===== src/common/rv_ex_defines.svh =====
`ifndef RV_EX_DEFINES_SVH
`define RV_EX_DEFINES_SVH

// Data and address width.
`define RV_XLEN 32

// Architectural registers.
`define RV_NREGS 32

// Register index width.
`define RV_REG_W 5

`endif


===== src/common/rv_ex_pkg.sv =====
`default_nettype none

package rv_ex_pkg;

  // Major opcodes of the supported RV32I instructions.
  typedef enum logic [6:0] {
    op_lui   = 7'b0110111,
    op_auipc = 7'b0010111,
    op_jal   = 7'b1101111,
    op_jalr  = 7'b1100111,
    op_br    = 7'b1100011,
    op_store = 7'b0100011,
    op_imm   = 7'b0010011,
    op_reg   = 7'b0110011
  } opcode_t;

  // Low three bits follow funct3, bit 3 follows funct7[5].
  typedef enum logic [3:0] {
    alu_add   = 4'b0000,
    alu_sub   = 4'b1000,
    alu_sll   = 4'b0001,
    alu_slt   = 4'b0010,
    alu_sltu  = 4'b0011,
    alu_xor   = 4'b0100,
    alu_srl   = 4'b0101,
    alu_sra   = 4'b1101,
    alu_or    = 4'b0110,
    alu_and   = 4'b0111,
    alu_passb = 4'b1111
  } alu_op_t;

  typedef enum logic [2:0] {
    beq  = 3'b000,
    bne  = 3'b001,
    blt  = 3'b100,
    bge  = 3'b101,
    bltu = 3'b110,
    bgeu = 3'b111
  } cmp_op_t;

  typedef enum logic [2:0] {
    sb = 3'b000,
    sh = 3'b001,
    sw = 3'b010
  } store_w_t;

endpackage

`default_nettype wire


===== src/execute/rv_alu.sv =====
`timescale 1ns/10ps
`default_nettype none

`include "rv_ex_defines.svh"

module rv_alu (
  input  wire rv_ex_pkg::alu_op_t op_i,
  input  wire  [`RV_XLEN-1:0]     a_i,
  input  wire  [`RV_XLEN-1:0]     b_i,
  output logic [`RV_XLEN-1:0]     f_o
);

  logic [4:0] shamt;

  assign shamt = b_i[4:0];

  always_comb begin
    case (op_i)
      rv_ex_pkg::alu_add:   f_o = a_i + b_i;
      rv_ex_pkg::alu_sub:   f_o = a_i - b_i;
      rv_ex_pkg::alu_sll:   f_o = a_i << shamt;
      rv_ex_pkg::alu_slt:   f_o = `RV_XLEN'($signed(a_i) < $signed(b_i));
      rv_ex_pkg::alu_sltu:  f_o = `RV_XLEN'(a_i < b_i);
      rv_ex_pkg::alu_xor:   f_o = a_i ^ b_i;
      rv_ex_pkg::alu_srl:   f_o = a_i >> shamt;
      rv_ex_pkg::alu_sra:   f_o = $unsigned($signed(a_i) >>> shamt);
      rv_ex_pkg::alu_or:    f_o = a_i | b_i;
      rv_ex_pkg::alu_and:   f_o = a_i & b_i;
      rv_ex_pkg::alu_passb: f_o = b_i;
      default:              f_o = a_i + b_i;
    endcase
  end

endmodule

`default_nettype wire


===== src/execute/rv_branch_cmp.sv =====
`timescale 1ns/10ps
`default_nettype none

`include "rv_ex_defines.svh"

module rv_branch_cmp (
  input  wire rv_ex_pkg::cmp_op_t op_i,
  input  wire  [`RV_XLEN-1:0]     a_i,
  input  wire  [`RV_XLEN-1:0]     b_i,
  output logic                    taken_o
);

  logic eq, lt_s, lt_u;

  assign eq   = (a_i == b_i);
  assign lt_s = ($signed(a_i) < $signed(b_i));
  assign lt_u = (a_i < b_i);

  always_comb begin
    case (op_i)
      rv_ex_pkg::beq:  taken_o = eq;
      rv_ex_pkg::bne:  taken_o = !eq;
      rv_ex_pkg::blt:  taken_o = lt_s;
      rv_ex_pkg::bge:  taken_o = !lt_s;
      rv_ex_pkg::bltu: taken_o = lt_u;
      rv_ex_pkg::bgeu: taken_o = !lt_u;
      default:         taken_o = 1'b0;
    endcase
  end

endmodule

`default_nettype wire


===== src/execute/rv_execute.sv =====
`timescale 1ns/10ps
`default_nettype none

`include "rv_ex_defines.svh"

module rv_execute (
  input  wire                       clk,
  input  wire                       rst,
  input  wire                       stall_i,
  input  wire                       ex_valid_i,
  input  wire  [`RV_XLEN-1:0]       ex_pc_i,
  input  wire rv_ex_pkg::opcode_t   ex_opcode_i,
  input  wire rv_ex_pkg::alu_op_t   ex_alu_op_i,
  input  wire rv_ex_pkg::cmp_op_t   ex_cmp_op_i,
  input  wire rv_ex_pkg::store_w_t  ex_store_w_i,
  input  wire  [`RV_REG_W-1:0]      ex_rs1_idx_i,
  input  wire  [`RV_REG_W-1:0]      ex_rs2_idx_i,
  input  wire  [`RV_REG_W-1:0]      ex_rd_i,
  input  wire                       ex_reg_write_i,
  input  wire  [`RV_XLEN-1:0]       ex_rs1_val_i,
  input  wire  [`RV_XLEN-1:0]       ex_rs2_val_i,
  input  wire  [`RV_XLEN-1:0]       ex_imm_i,
  input  wire                       ex_a_sel_pc_i,
  input  wire                       ex_b_sel_imm_i,
  input  wire                       wb_we_i,
  input  wire  [`RV_REG_W-1:0]      wb_rd_i,
  input  wire  [`RV_XLEN-1:0]       wb_data_i,
  output logic                      mem_valid_o,
  output logic [`RV_REG_W-1:0]      mem_rd_o,
  output logic                      mem_reg_write_o,
  output logic [`RV_XLEN-1:0]       mem_alu_o,
  output logic                      mem_link_o,
  output logic [`RV_XLEN-1:0]       mem_pc4_o,
  output logic                      mem_store_o,
  output logic [3:0]                mem_be_o,
  output logic [`RV_XLEN-1:0]       mem_sdata_o,
  output logic                      mem_br_taken_o,
  output logic [`RV_XLEN-1:0]       mem_target_o
);

  logic [`RV_XLEN-1:0] rs1_fwd, rs2_fwd, alu_a, alu_b, alu_f, target;
  logic                cmp_taken, is_jump, br_taken;
  logic [3:0]          be_mask;

  // Youngest producer wins: execute register first, then writeback.
  function automatic logic [`RV_XLEN-1:0] fwd(input logic [`RV_REG_W-1:0] idx,
                                              input logic [`RV_XLEN-1:0] dec_val);
    if (mem_reg_write_o && mem_rd_o == idx && idx != '0) begin
      return mem_link_o ? mem_pc4_o : mem_alu_o;
    end
    if (wb_we_i && wb_rd_i == idx && idx != '0) return wb_data_i;
    return dec_val;
  endfunction

  always_comb begin
    rs1_fwd = fwd(ex_rs1_idx_i, ex_rs1_val_i);
    rs2_fwd = fwd(ex_rs2_idx_i, ex_rs2_val_i);
  end

  assign alu_a = ex_a_sel_pc_i ? ex_pc_i : rs1_fwd;
  assign alu_b = ex_b_sel_imm_i ? ex_imm_i : rs2_fwd;

  rv_alu alu (
    .op_i (ex_alu_op_i),
    .a_i  (alu_a),
    .b_i  (alu_b),
    .f_o  (alu_f)
  );

  rv_branch_cmp cmp (
    .op_i    (ex_cmp_op_i),
    .a_i     (rs1_fwd),
    .b_i     (rs2_fwd),
    .taken_o (cmp_taken)
  );

  assign is_jump  = (ex_opcode_i == rv_ex_pkg::op_jal) || (ex_opcode_i == rv_ex_pkg::op_jalr);
  assign br_taken = is_jump || (ex_opcode_i == rv_ex_pkg::op_br && cmp_taken);
  assign target   = (ex_opcode_i == rv_ex_pkg::op_jalr) ? {alu_f[`RV_XLEN-1:1], 1'b0} : alu_f;

  always_comb begin
    case (ex_store_w_i)
      rv_ex_pkg::sb: be_mask = 4'b0001;
      rv_ex_pkg::sh: be_mask = 4'b0011;
      default:       be_mask = 4'b1111;
    endcase
  end

  always_ff @(posedge clk) begin
    if (rst) begin
      mem_valid_o     <= 1'b0;
      mem_reg_write_o <= 1'b0;
      mem_store_o     <= 1'b0;
      mem_br_taken_o  <= 1'b0;
    end else if (!stall_i) begin
      mem_valid_o     <= ex_valid_i;
      mem_reg_write_o <= ex_valid_i & ex_reg_write_i;
      mem_store_o     <= ex_valid_i & (ex_opcode_i == rv_ex_pkg::op_store);
      mem_br_taken_o  <= ex_valid_i & br_taken;
    end
  end

  always_ff @(posedge clk) begin
    if (!stall_i) begin
      mem_rd_o     <= ex_rd_i;
      mem_alu_o    <= alu_f;
      mem_link_o   <= is_jump;
      mem_pc4_o    <= ex_pc_i + `RV_XLEN'(4);
      mem_be_o     <= be_mask << alu_f[1:0];
      mem_sdata_o  <= rs2_fwd;
      mem_target_o <= target;
    end
  end

endmodule

`default_nettype wire


===== src/rtl/rv_decode.sv =====
`timescale 1ns/10ps
`default_nettype none

`include "rv_ex_defines.svh"

module rv_decode (
  input  wire                      clk,
  input  wire                      rst,
  input  wire                      instr_valid_i,
  input  wire  [31:0]              instr_i,
  input  wire  [`RV_XLEN-1:0]      pc_i,
  input  wire                      stall_i,
  output logic [`RV_REG_W-1:0]     rs1_idx_o,
  output logic [`RV_REG_W-1:0]     rs2_idx_o,
  input  wire  [`RV_XLEN-1:0]      rs1_val_i,
  input  wire  [`RV_XLEN-1:0]      rs2_val_i,
  output logic                     ex_valid_o,
  output logic [`RV_XLEN-1:0]      ex_pc_o,
  output rv_ex_pkg::opcode_t       ex_opcode_o,
  output rv_ex_pkg::alu_op_t       ex_alu_op_o,
  output rv_ex_pkg::cmp_op_t       ex_cmp_op_o,
  output rv_ex_pkg::store_w_t      ex_store_w_o,
  output logic [`RV_REG_W-1:0]     ex_rs1_idx_o,
  output logic [`RV_REG_W-1:0]     ex_rs2_idx_o,
  output logic [`RV_REG_W-1:0]     ex_rd_o,
  output logic                     ex_reg_write_o,
  output logic [`RV_XLEN-1:0]      ex_rs1_val_o,
  output logic [`RV_XLEN-1:0]      ex_rs2_val_o,
  output logic [`RV_XLEN-1:0]      ex_imm_o,
  output logic                     ex_a_sel_pc_o,
  output logic                     ex_b_sel_imm_o
);

  rv_ex_pkg::opcode_t  opcode;
  rv_ex_pkg::alu_op_t  alu_op;
  logic [2:0]          funct3;
  logic [`RV_XLEN-1:0] imm_i, imm_s, imm_b, imm_u, imm_j, imm;
  logic                a_sel_pc, b_sel_imm, reg_write;

  assign opcode    = rv_ex_pkg::opcode_t'(instr_i[6:0]);
  assign funct3    = instr_i[14:12];
  assign rs1_idx_o = instr_i[19:15];
  assign rs2_idx_o = instr_i[24:20];

  assign imm_i = {{20{instr_i[31]}}, instr_i[31:20]};
  assign imm_s = {{20{instr_i[31]}}, instr_i[31:25], instr_i[11:7]};
  assign imm_b = {{19{instr_i[31]}}, instr_i[31], instr_i[7], instr_i[30:25],
                  instr_i[11:8], 1'b0};
  assign imm_u = {instr_i[31:12], 12'b0};
  assign imm_j = {{11{instr_i[31]}}, instr_i[31], instr_i[19:12], instr_i[20],
                  instr_i[30:21], 1'b0};

  always_comb begin
    alu_op    = rv_ex_pkg::alu_add;
    imm       = imm_i;
    a_sel_pc  = 1'b0;
    b_sel_imm = 1'b1;
    reg_write = 1'b0;
    case (opcode)
      rv_ex_pkg::op_lui: begin
        alu_op    = rv_ex_pkg::alu_passb;
        imm       = imm_u;
        reg_write = 1'b1;
      end
      rv_ex_pkg::op_auipc: begin
        a_sel_pc  = 1'b1;
        imm       = imm_u;
        reg_write = 1'b1;
      end
      rv_ex_pkg::op_jal: begin
        a_sel_pc  = 1'b1;
        imm       = imm_j;
        reg_write = 1'b1;
      end
      rv_ex_pkg::op_jalr: reg_write = 1'b1;
      // Branch target is pc + imm through the ALU.
      rv_ex_pkg::op_br: begin
        a_sel_pc = 1'b1;
        imm      = imm_b;
      end
      rv_ex_pkg::op_store: imm = imm_s;
      rv_ex_pkg::op_imm, rv_ex_pkg::op_reg: begin
        alu_op = rv_ex_pkg::alu_op_t'({1'b0, funct3});
        // funct7[5] picks SRA, and SUB for the register form only.
        if (funct3 == 3'b101 || (opcode == rv_ex_pkg::op_reg && funct3 == 3'b000)) begin
          alu_op = rv_ex_pkg::alu_op_t'({instr_i[30], funct3});
        end
        b_sel_imm = (opcode == rv_ex_pkg::op_imm);
        reg_write = 1'b1;
      end
      default: reg_write = 1'b0;
    endcase
    if (instr_i[11:7] == '0) begin
      reg_write = 1'b0;
    end
  end

  always_ff @(posedge clk) begin
    if (rst) begin
      ex_valid_o     <= 1'b0;
      ex_reg_write_o <= 1'b0;
    end else if (!stall_i) begin
      ex_valid_o     <= instr_valid_i;
      ex_reg_write_o <= instr_valid_i & reg_write;
    end
  end

  always_ff @(posedge clk) begin
    if (!stall_i) begin
      ex_pc_o        <= pc_i;
      ex_opcode_o    <= opcode;
      ex_alu_op_o    <= alu_op;
      ex_cmp_op_o    <= rv_ex_pkg::cmp_op_t'(funct3);
      ex_store_w_o   <= rv_ex_pkg::store_w_t'(funct3);
      ex_rs1_idx_o   <= rs1_idx_o;
      ex_rs2_idx_o   <= rs2_idx_o;
      ex_rd_o        <= instr_i[11:7];
      ex_rs1_val_o   <= rs1_val_i;
      ex_rs2_val_o   <= rs2_val_i;
      ex_imm_o       <= imm;
      ex_a_sel_pc_o  <= a_sel_pc;
      ex_b_sel_imm_o <= b_sel_imm;
    end
  end

endmodule

`default_nettype wire


===== src/rtl/rv_ex_top.sv =====
`timescale 1ns/10ps
`default_nettype none

`include "rv_ex_defines.svh"

module rv_ex_top (
  input  wire                  clk,
  input  wire                  rst,
  input  wire                  instr_valid_i,
  input  wire  [31:0]          instr_i,
  input  wire  [`RV_XLEN-1:0]  pc_i,
  input  wire                  stall_i,
  output logic                 wb_valid_o,
  output logic                 wb_we_o,
  output logic [`RV_REG_W-1:0] wb_rd_o,
  output logic [`RV_XLEN-1:0]  wb_data_o,
  output logic                 st_valid_o,
  output logic [`RV_XLEN-1:0]  st_addr_o,
  output logic [3:0]           st_be_o,
  output logic [`RV_XLEN-1:0]  st_data_o,
  output logic                 br_taken_o,
  output logic [`RV_XLEN-1:0]  br_target_o
);

  logic [`RV_REG_W-1:0] rs1_idx, rs2_idx;
  logic [`RV_XLEN-1:0]  rs1_val, rs2_val;

  logic                 ex_valid, ex_reg_write, ex_a_sel_pc, ex_b_sel_imm;
  logic [`RV_XLEN-1:0]  ex_pc, ex_rs1_val, ex_rs2_val, ex_imm;
  logic [`RV_REG_W-1:0] ex_rs1_idx, ex_rs2_idx, ex_rd;
  rv_ex_pkg::opcode_t   ex_opcode;
  rv_ex_pkg::alu_op_t   ex_alu_op;
  rv_ex_pkg::cmp_op_t   ex_cmp_op;
  rv_ex_pkg::store_w_t  ex_store_w;

  logic                 mem_valid, mem_reg_write, mem_link, mem_store, mem_br_taken;
  logic [`RV_REG_W-1:0] mem_rd;
  logic [`RV_XLEN-1:0]  mem_alu, mem_pc4, mem_sdata, mem_target;
  logic [3:0]           mem_be;

  rv_decode decode (
    .clk            (clk),
    .rst            (rst),
    .instr_valid_i  (instr_valid_i),
    .instr_i        (instr_i),
    .pc_i           (pc_i),
    .stall_i        (stall_i),
    .rs1_idx_o      (rs1_idx),
    .rs2_idx_o      (rs2_idx),
    .rs1_val_i      (rs1_val),
    .rs2_val_i      (rs2_val),
    .ex_valid_o     (ex_valid),
    .ex_pc_o        (ex_pc),
    .ex_opcode_o    (ex_opcode),
    .ex_alu_op_o    (ex_alu_op),
    .ex_cmp_op_o    (ex_cmp_op),
    .ex_store_w_o   (ex_store_w),
    .ex_rs1_idx_o   (ex_rs1_idx),
    .ex_rs2_idx_o   (ex_rs2_idx),
    .ex_rd_o        (ex_rd),
    .ex_reg_write_o (ex_reg_write),
    .ex_rs1_val_o   (ex_rs1_val),
    .ex_rs2_val_o   (ex_rs2_val),
    .ex_imm_o       (ex_imm),
    .ex_a_sel_pc_o  (ex_a_sel_pc),
    .ex_b_sel_imm_o (ex_b_sel_imm)
  );

  rv_regfile regfile (
    .clk       (clk),
    .rst       (rst),
    .rs1_idx_i (rs1_idx),
    .rs2_idx_i (rs2_idx),
    .rs1_val_o (rs1_val),
    .rs2_val_o (rs2_val),
    .we_i      (wb_we_o),
    .rd_i      (wb_rd_o),
    .wd_i      (wb_data_o),
    .stall_i   (stall_i)
  );

  rv_execute execute (
    .clk             (clk),
    .rst             (rst),
    .stall_i         (stall_i),
    .ex_valid_i      (ex_valid),
    .ex_pc_i         (ex_pc),
    .ex_opcode_i     (ex_opcode),
    .ex_alu_op_i     (ex_alu_op),
    .ex_cmp_op_i     (ex_cmp_op),
    .ex_store_w_i    (ex_store_w),
    .ex_rs1_idx_i    (ex_rs1_idx),
    .ex_rs2_idx_i    (ex_rs2_idx),
    .ex_rd_i         (ex_rd),
    .ex_reg_write_i  (ex_reg_write),
    .ex_rs1_val_i    (ex_rs1_val),
    .ex_rs2_val_i    (ex_rs2_val),
    .ex_imm_i        (ex_imm),
    .ex_a_sel_pc_i   (ex_a_sel_pc),
    .ex_b_sel_imm_i  (ex_b_sel_imm),
    .wb_we_i         (wb_we_o),
    .wb_rd_i         (wb_rd_o),
    .wb_data_i       (wb_data_o),
    .mem_valid_o     (mem_valid),
    .mem_rd_o        (mem_rd),
    .mem_reg_write_o (mem_reg_write),
    .mem_alu_o       (mem_alu),
    .mem_link_o      (mem_link),
    .mem_pc4_o       (mem_pc4),
    .mem_store_o     (mem_store),
    .mem_be_o        (mem_be),
    .mem_sdata_o     (mem_sdata),
    .mem_br_taken_o  (mem_br_taken),
    .mem_target_o    (mem_target)
  );

  rv_result result (
    .clk             (clk),
    .rst             (rst),
    .stall_i         (stall_i),
    .mem_valid_i     (mem_valid),
    .mem_rd_i        (mem_rd),
    .mem_reg_write_i (mem_reg_write),
    .mem_alu_i       (mem_alu),
    .mem_link_i      (mem_link),
    .mem_pc4_i       (mem_pc4),
    .mem_store_i     (mem_store),
    .mem_be_i        (mem_be),
    .mem_sdata_i     (mem_sdata),
    .mem_br_taken_i  (mem_br_taken),
    .mem_target_i    (mem_target),
    .wb_valid_o      (wb_valid_o),
    .wb_we_o         (wb_we_o),
    .wb_rd_o         (wb_rd_o),
    .wb_data_o       (wb_data_o),
    .st_valid_o      (st_valid_o),
    .st_addr_o       (st_addr_o),
    .st_be_o         (st_be_o),
    .st_data_o       (st_data_o),
    .br_taken_o      (br_taken_o),
    .br_target_o     (br_target_o)
  );

endmodule

`default_nettype wire


===== src/rtl/rv_regfile.sv =====
`timescale 1ns/10ps
`default_nettype none

`include "rv_ex_defines.svh"

module rv_regfile (
  input  wire                  clk,
  input  wire                  rst,
  input  wire  [`RV_REG_W-1:0] rs1_idx_i,
  input  wire  [`RV_REG_W-1:0] rs2_idx_i,
  output logic [`RV_XLEN-1:0]  rs1_val_o,
  output logic [`RV_XLEN-1:0]  rs2_val_o,
  input  wire                  we_i,
  input  wire  [`RV_REG_W-1:0] rd_i,
  input  wire  [`RV_XLEN-1:0]  wd_i,
  input  wire                  stall_i
);

  logic [`RV_XLEN-1:0] regs [0:`RV_NREGS-1];
  logic                wr_en;

  assign wr_en = we_i & ~stall_i & (rd_i != '0);

  always_ff @(posedge clk) begin
    if (rst) begin
      for (int i = 0; i < `RV_NREGS; i++) begin
        regs[i] <= '0;
      end
    end else if (wr_en) begin
      regs[rd_i] <= wd_i;
    end
  end

  // x0 reads zero; a write in the same cycle goes straight through.
  function automatic logic [`RV_XLEN-1:0] read_port(input logic [`RV_REG_W-1:0] idx);
    if (idx == '0) return '0;
    if (wr_en && rd_i == idx) return wd_i;
    return regs[idx];
  endfunction

  always_comb begin
    rs1_val_o = read_port(rs1_idx_i);
    rs2_val_o = read_port(rs2_idx_i);
  end

endmodule

`default_nettype wire


===== src/rtl/rv_result.sv =====
`timescale 1ns/10ps
`default_nettype none

`include "rv_ex_defines.svh"

module rv_result (
  input  wire                  clk,
  input  wire                  rst,
  input  wire                  stall_i,
  input  wire                  mem_valid_i,
  input  wire  [`RV_REG_W-1:0] mem_rd_i,
  input  wire                  mem_reg_write_i,
  input  wire  [`RV_XLEN-1:0]  mem_alu_i,
  input  wire                  mem_link_i,
  input  wire  [`RV_XLEN-1:0]  mem_pc4_i,
  input  wire                  mem_store_i,
  input  wire  [3:0]           mem_be_i,
  input  wire  [`RV_XLEN-1:0]  mem_sdata_i,
  input  wire                  mem_br_taken_i,
  input  wire  [`RV_XLEN-1:0]  mem_target_i,
  output logic                 wb_valid_o,
  output logic                 wb_we_o,
  output logic [`RV_REG_W-1:0] wb_rd_o,
  output logic [`RV_XLEN-1:0]  wb_data_o,
  output logic                 st_valid_o,
  output logic [`RV_XLEN-1:0]  st_addr_o,
  output logic [3:0]           st_be_o,
  output logic [`RV_XLEN-1:0]  st_data_o,
  output logic                 br_taken_o,
  output logic [`RV_XLEN-1:0]  br_target_o
);

  always_ff @(posedge clk) begin
    if (rst) begin
      wb_valid_o <= 1'b0;
      wb_we_o    <= 1'b0;
      st_valid_o <= 1'b0;
      br_taken_o <= 1'b0;
    end else if (!stall_i) begin
      wb_valid_o <= mem_valid_i;
      wb_we_o    <= mem_valid_i & mem_reg_write_i;
      st_valid_o <= mem_valid_i & mem_store_i;
      br_taken_o <= mem_valid_i & mem_br_taken_i;
    end
  end

  // Jumps write the link address.
  always_ff @(posedge clk) begin
    if (!stall_i) begin
      wb_rd_o     <= mem_rd_i;
      wb_data_o   <= mem_link_i ? mem_pc4_i : mem_alu_i;
      st_addr_o   <= mem_alu_i;
      st_be_o     <= mem_be_i;
      st_data_o   <= mem_sdata_i;
      br_target_o <= mem_target_i;
    end
  end

endmodule

`default_nettype wire


===== config.mk =====
export PLATFORM = sky130hd
export DESIGN_NAME = rv_ex_top
export DESIGN_NICKNAME = d
export VERILOG_FILES = /design/src/common/rv_ex_pkg.sv /design/src/execute/rv_alu.sv /design/src/execute/rv_branch_cmp.sv /design/src/execute/rv_execute.sv /design/src/rtl/rv_decode.sv /design/src/rtl/rv_ex_top.sv /design/src/rtl/rv_regfile.sv /design/src/rtl/rv_result.sv
export VERILOG_INCLUDE_DIRS = /design/src /design/src/common
export SDC_FILE = /design/constraint.sdc
export NUM_CORES = 2
export LEC_CHECK = 0
export BUFFER_PORTS_ARGS = -buffer_cell sky130_fd_sc_hd__buf_2
export CORE_AREA = 2 2 356 358
export CTS_BUF_LIST = sky130_fd_sc_hd__clkbuf_2
export DETAILED_ROUTE_END_ITERATION = 8
export DIE_AREA = 0 0 358 360
export PLACE_DENSITY = 0.82
export SLEW_MARGIN = 20
export SYNTH_ARGS = -nofsm -noshare
export SYNTH_HDL_FRONTEND = slang
export SYNTH_SLANG_ARGS = --single-unit

===== constraint.sdc =====
create_clock -name clk -period 18.3 [get_ports clk]
set_input_delay 1.83 -clock clk [delete_from_list [all_inputs] [get_ports clk]]
set_output_delay 1.83 -clock clk [all_outputs]
set_load 0.05 [all_outputs]

==> results.sh <==
export IMPL_status="finished clean"
export IMPL_initial_utilization=0.645
export IMPL_crit_arrival_ns=9.23
export IMPL_drive_gt1_frac=0.284
export IMPL_cts_buffers_inserted=370
export IMPL_placement_rows=130
export IMPL_yosys_cell_types_count=97
export IMPL_synth_commonest_cells="edfxtp_1, and2_1, mux4_2, clkbuf_1, mux2i_1"
export IMPL_ys_warn_count=0
export IMPL_async_flop_share=0
export IMPL_drv_slew=0
export IMPL_worstSetupPathType="flop to flop"
export IMPL_period_needed_ns=7.66
export IMPL_min_from="pc_i[1]"
export IMPL_maxCapViolCount=0
export IMPL_synth_edff_count=1396
export IMPL_overflow=0
export IMPL_cts_root_buf="clkbuf_2"
export IMPL_cts_sinks=1406
export IMPL_die_w_um=358
export IMPL_postCtsSetupRepairBufs=0
export IMPL_synthCells=5827
export IMPL_core_sq_um=125000
export IMPL_setup_viol_count_final=0
export IMPL_setup_ws_ns=10.64
export IMPL_cts_tree="built"
export IMPL_path_cells="xnor2_1 -> nand4_1 -> or2_1 -> a311oi_1 -> or2_2 -> buf_4 -> inv_2 -> fa_1 -> nor2b_1 -> o211ai_1 -> a211oi_1 -> o211ai_1 -> nand3b_1 -> a311oi_1 -> o41a_1 -> o31ai_1 -> a31o_2 -> a21oi_2 -> a21boi_1"
export IMPL_tightest_slew_ns=1.24
export IMPL_wl_um=292000
export IMPL_cp_end_kind="flop"
export IMPL_synth_area_sq_um=80600
export IMPL_powerDensity_nw_per_um2=89.1
export IMPL_via_count=58170
export IMPL_rrSetupSlack_ns=10.64
export IMPL_portBuffers=208
export IMPL_yosysSeqAreaShare=0.522
export IMPL_synthToLayoutAreaGrowth_pct=7.14
export IMPL_first_pass_iters=7
export IMPL_total_leakage_power_nw=32.4
export IMPL_largest_reg_flops=1024
export IMPL_worstReg2RegEnd="execute.mem_target_o[0]"
export IMPL_fin_util=0.691
export IMPL_largest_register="regfile.regs"
export IMPL_finalCritPeriodShare=0.419
export IMPL_hold_end="decode.ex_pc_o[1]"
export IMPL_worst_path_max_fanout=47
export IMPL_placed_area_sq_um=83300
export IMPL_critPathSlowestCell="a311oi_1"
export IMPL_ctsLongestPathBuffers=4
export IMPL_place_ws_ns=10.82
export IMPL_min_path_type="input port to flop"
export IMPL_clock_skew_ns=0.203
export IMPL_total_power_w=0.00769
export IMPL_ys_top_cells_by_area="edfxtp_1, mux4_2, and2_1, mux2i_1, ha_1"
export IMPL_fin_nets=6269
export IMPL_grt_max_degree=96
export IMPL_first_iter_violations=9840
export IMPL_grt_use_total=0.456
export IMPL_htreeDepth=5
export IMPL_die_h_um=360
export IMPL_grt_pass1_vias=57159
export IMPL_dp_hpwl_um=188000
export IMPL_slew_headroom=0.147
export IMPL_io_pins=209
export IMPL_grt_pass1_wl_um=411000
export IMPL_cts_hold_buf=0
export IMPL_synth_top_area_cell="edfxtp_1"
export IMPL_fmax_mhz=131
export IMPL_fin_area_sq_um=86400
export IMPL_final_hold_viol_count=0
export IMPL_rr_worst_depth=19
export IMPL_max_stage_delay_ns=0.77
export IMPL_synth_top_area_share=0.520
export IMPL_synth_most_common_cell="edfxtp_1"
export IMPL_path_clk_slew_ns=0.12
export IMPL_syn_area_per_cell_sq_um=13.8
export IMPL_gp_congestion=1.03
export IMPL_worstPathRequired_ns=19.87
export IMPL_drc=0
export IMPL_cts_resized=0
export IMPL_startpoint_type="flop"
export IMPL_timing_rr_start="decode.ex_rs2_idx_o[0]"
export IMPL_fp_dieArea_sq_um=129000
export IMPL_synth_main_ff_cell="edfxtp_1"
export IMPL_fin_tns_setup_ns=0
export IMPL_hold_depth=1
export IMPL_vias_per_cell=7.30
export IMPL_startpoint="decode.ex_rs2_idx_o[0]"
export IMPL_ys_seq_elements=1406
export IMPL_peakVddDrop_mv=0.0726
export IMPL_wl_per_cell_um=36.7
export IMPL_drtAntennaViolNets=0
export IMPL_clk_latency_ns=1.83
export IMPL_antenna_found_initial=23
export IMPL_rsz0062_at_grt="false"
-- final cells by class --
class                   count  area (sq um)
diodes                     19          47.5
clock buffers             525          2630
clock inverters            77           384
fillers                  8628         38500
inverters                 141           544
multi-input cells        3744         36000
flip-flops and latches   1406         42100
well taps                1650          2060
repair buffers            406          2620
-- report_power, final --
group	internal, W	leakage, nW	switching [W]
Sequential	0.00373	14.3	0.000122
Clock	0.000799	2.37	0.00133
Combinational	0.000569	15.7	0.00115
-- layout by cell type, fill, tap and decap left out, types with 34 or more instances in the layout --
cell	synthesis	final
edfxtp_1	1396	1396
and2_1	1016	1015
mux4_2	648	648
clkbuf_2	0	525
mux2i_1	256	255
nor2_1	240	205
buf_2	34	200
buf_4	44	199
nand2_1	182	182
inv_1	134	131
ha_1	130	130
a21oi_1	127	127
o21ai_0	115	114
a211oi_1	107	107
nor3_1	73	71
clkinv_1	2	60
nand4_1	59	59
mux2_2	55	55
xnor2_1	53	53
a31oi_1	51	51
nand3_1	48	48
o31ai_1	44	44
or2_2	39	37
a21o_1	34	34
-- logic make-up after synthesis --
kind of cell,share of synthesized area
AOI/OAI and AO/OA,0.0661
xor gates and xnor gates,0.00760
adders and majority gates,0.0207
buffers and inverters,0.0361
DFF,0.522
muxes,0.223
other,0.0000465
and+or+nand+nor,0.124
-- worst max-delay path: cells and delay by family, from the launching register on --
kind / cells / cell delay (ns)
xor gates and xnor gates: 1 / 0.21
buffers and inverters: 2 / 0.98
and+or+nand+nor: 5 / 1.41
DFF: 1 / 0.52
AOI/OAI and AO/OA: 10 / 3.79
adders and majority gates: 1 / 0.54
-- how the worst max path moves through the flow --
stage                                         end  slack (ns)  cells past startpoint
after floorplan               regfile.regs[29][0]        6.70                      6
after global placement        execute.mem_be_o[2]       10.89                     19
after detailed placement      execute.mem_be_o[2]       10.82                     21
after CTS                     execute.mem_be_o[2]       10.79                     21
after global routing          execute.mem_be_o[2]       10.47                     21
final                     execute.mem_target_o[0]       10.64                     19
-- stage by stage --
step | cells | hold WS [ns]
floorplan | 5858 | 0.400
global placement | 7347 | 0.402
detailed placement | 7347 | 0.405
CTS | 7949 | 0.105
global route | 7960 | 0.169
finish | 7968 | 0.249
-- per-layer routing --
layer  global-route usage  up-vias  share of wire
met3                0.138     1266           0.14
met5                    0        -        0.00042
met1                0.568    28483           0.32
met4                0.351       18          0.095
met2                0.672     5281           0.45
li1                     -    23122              -
No activity file was read; power rests on OpenSTA's default activity.
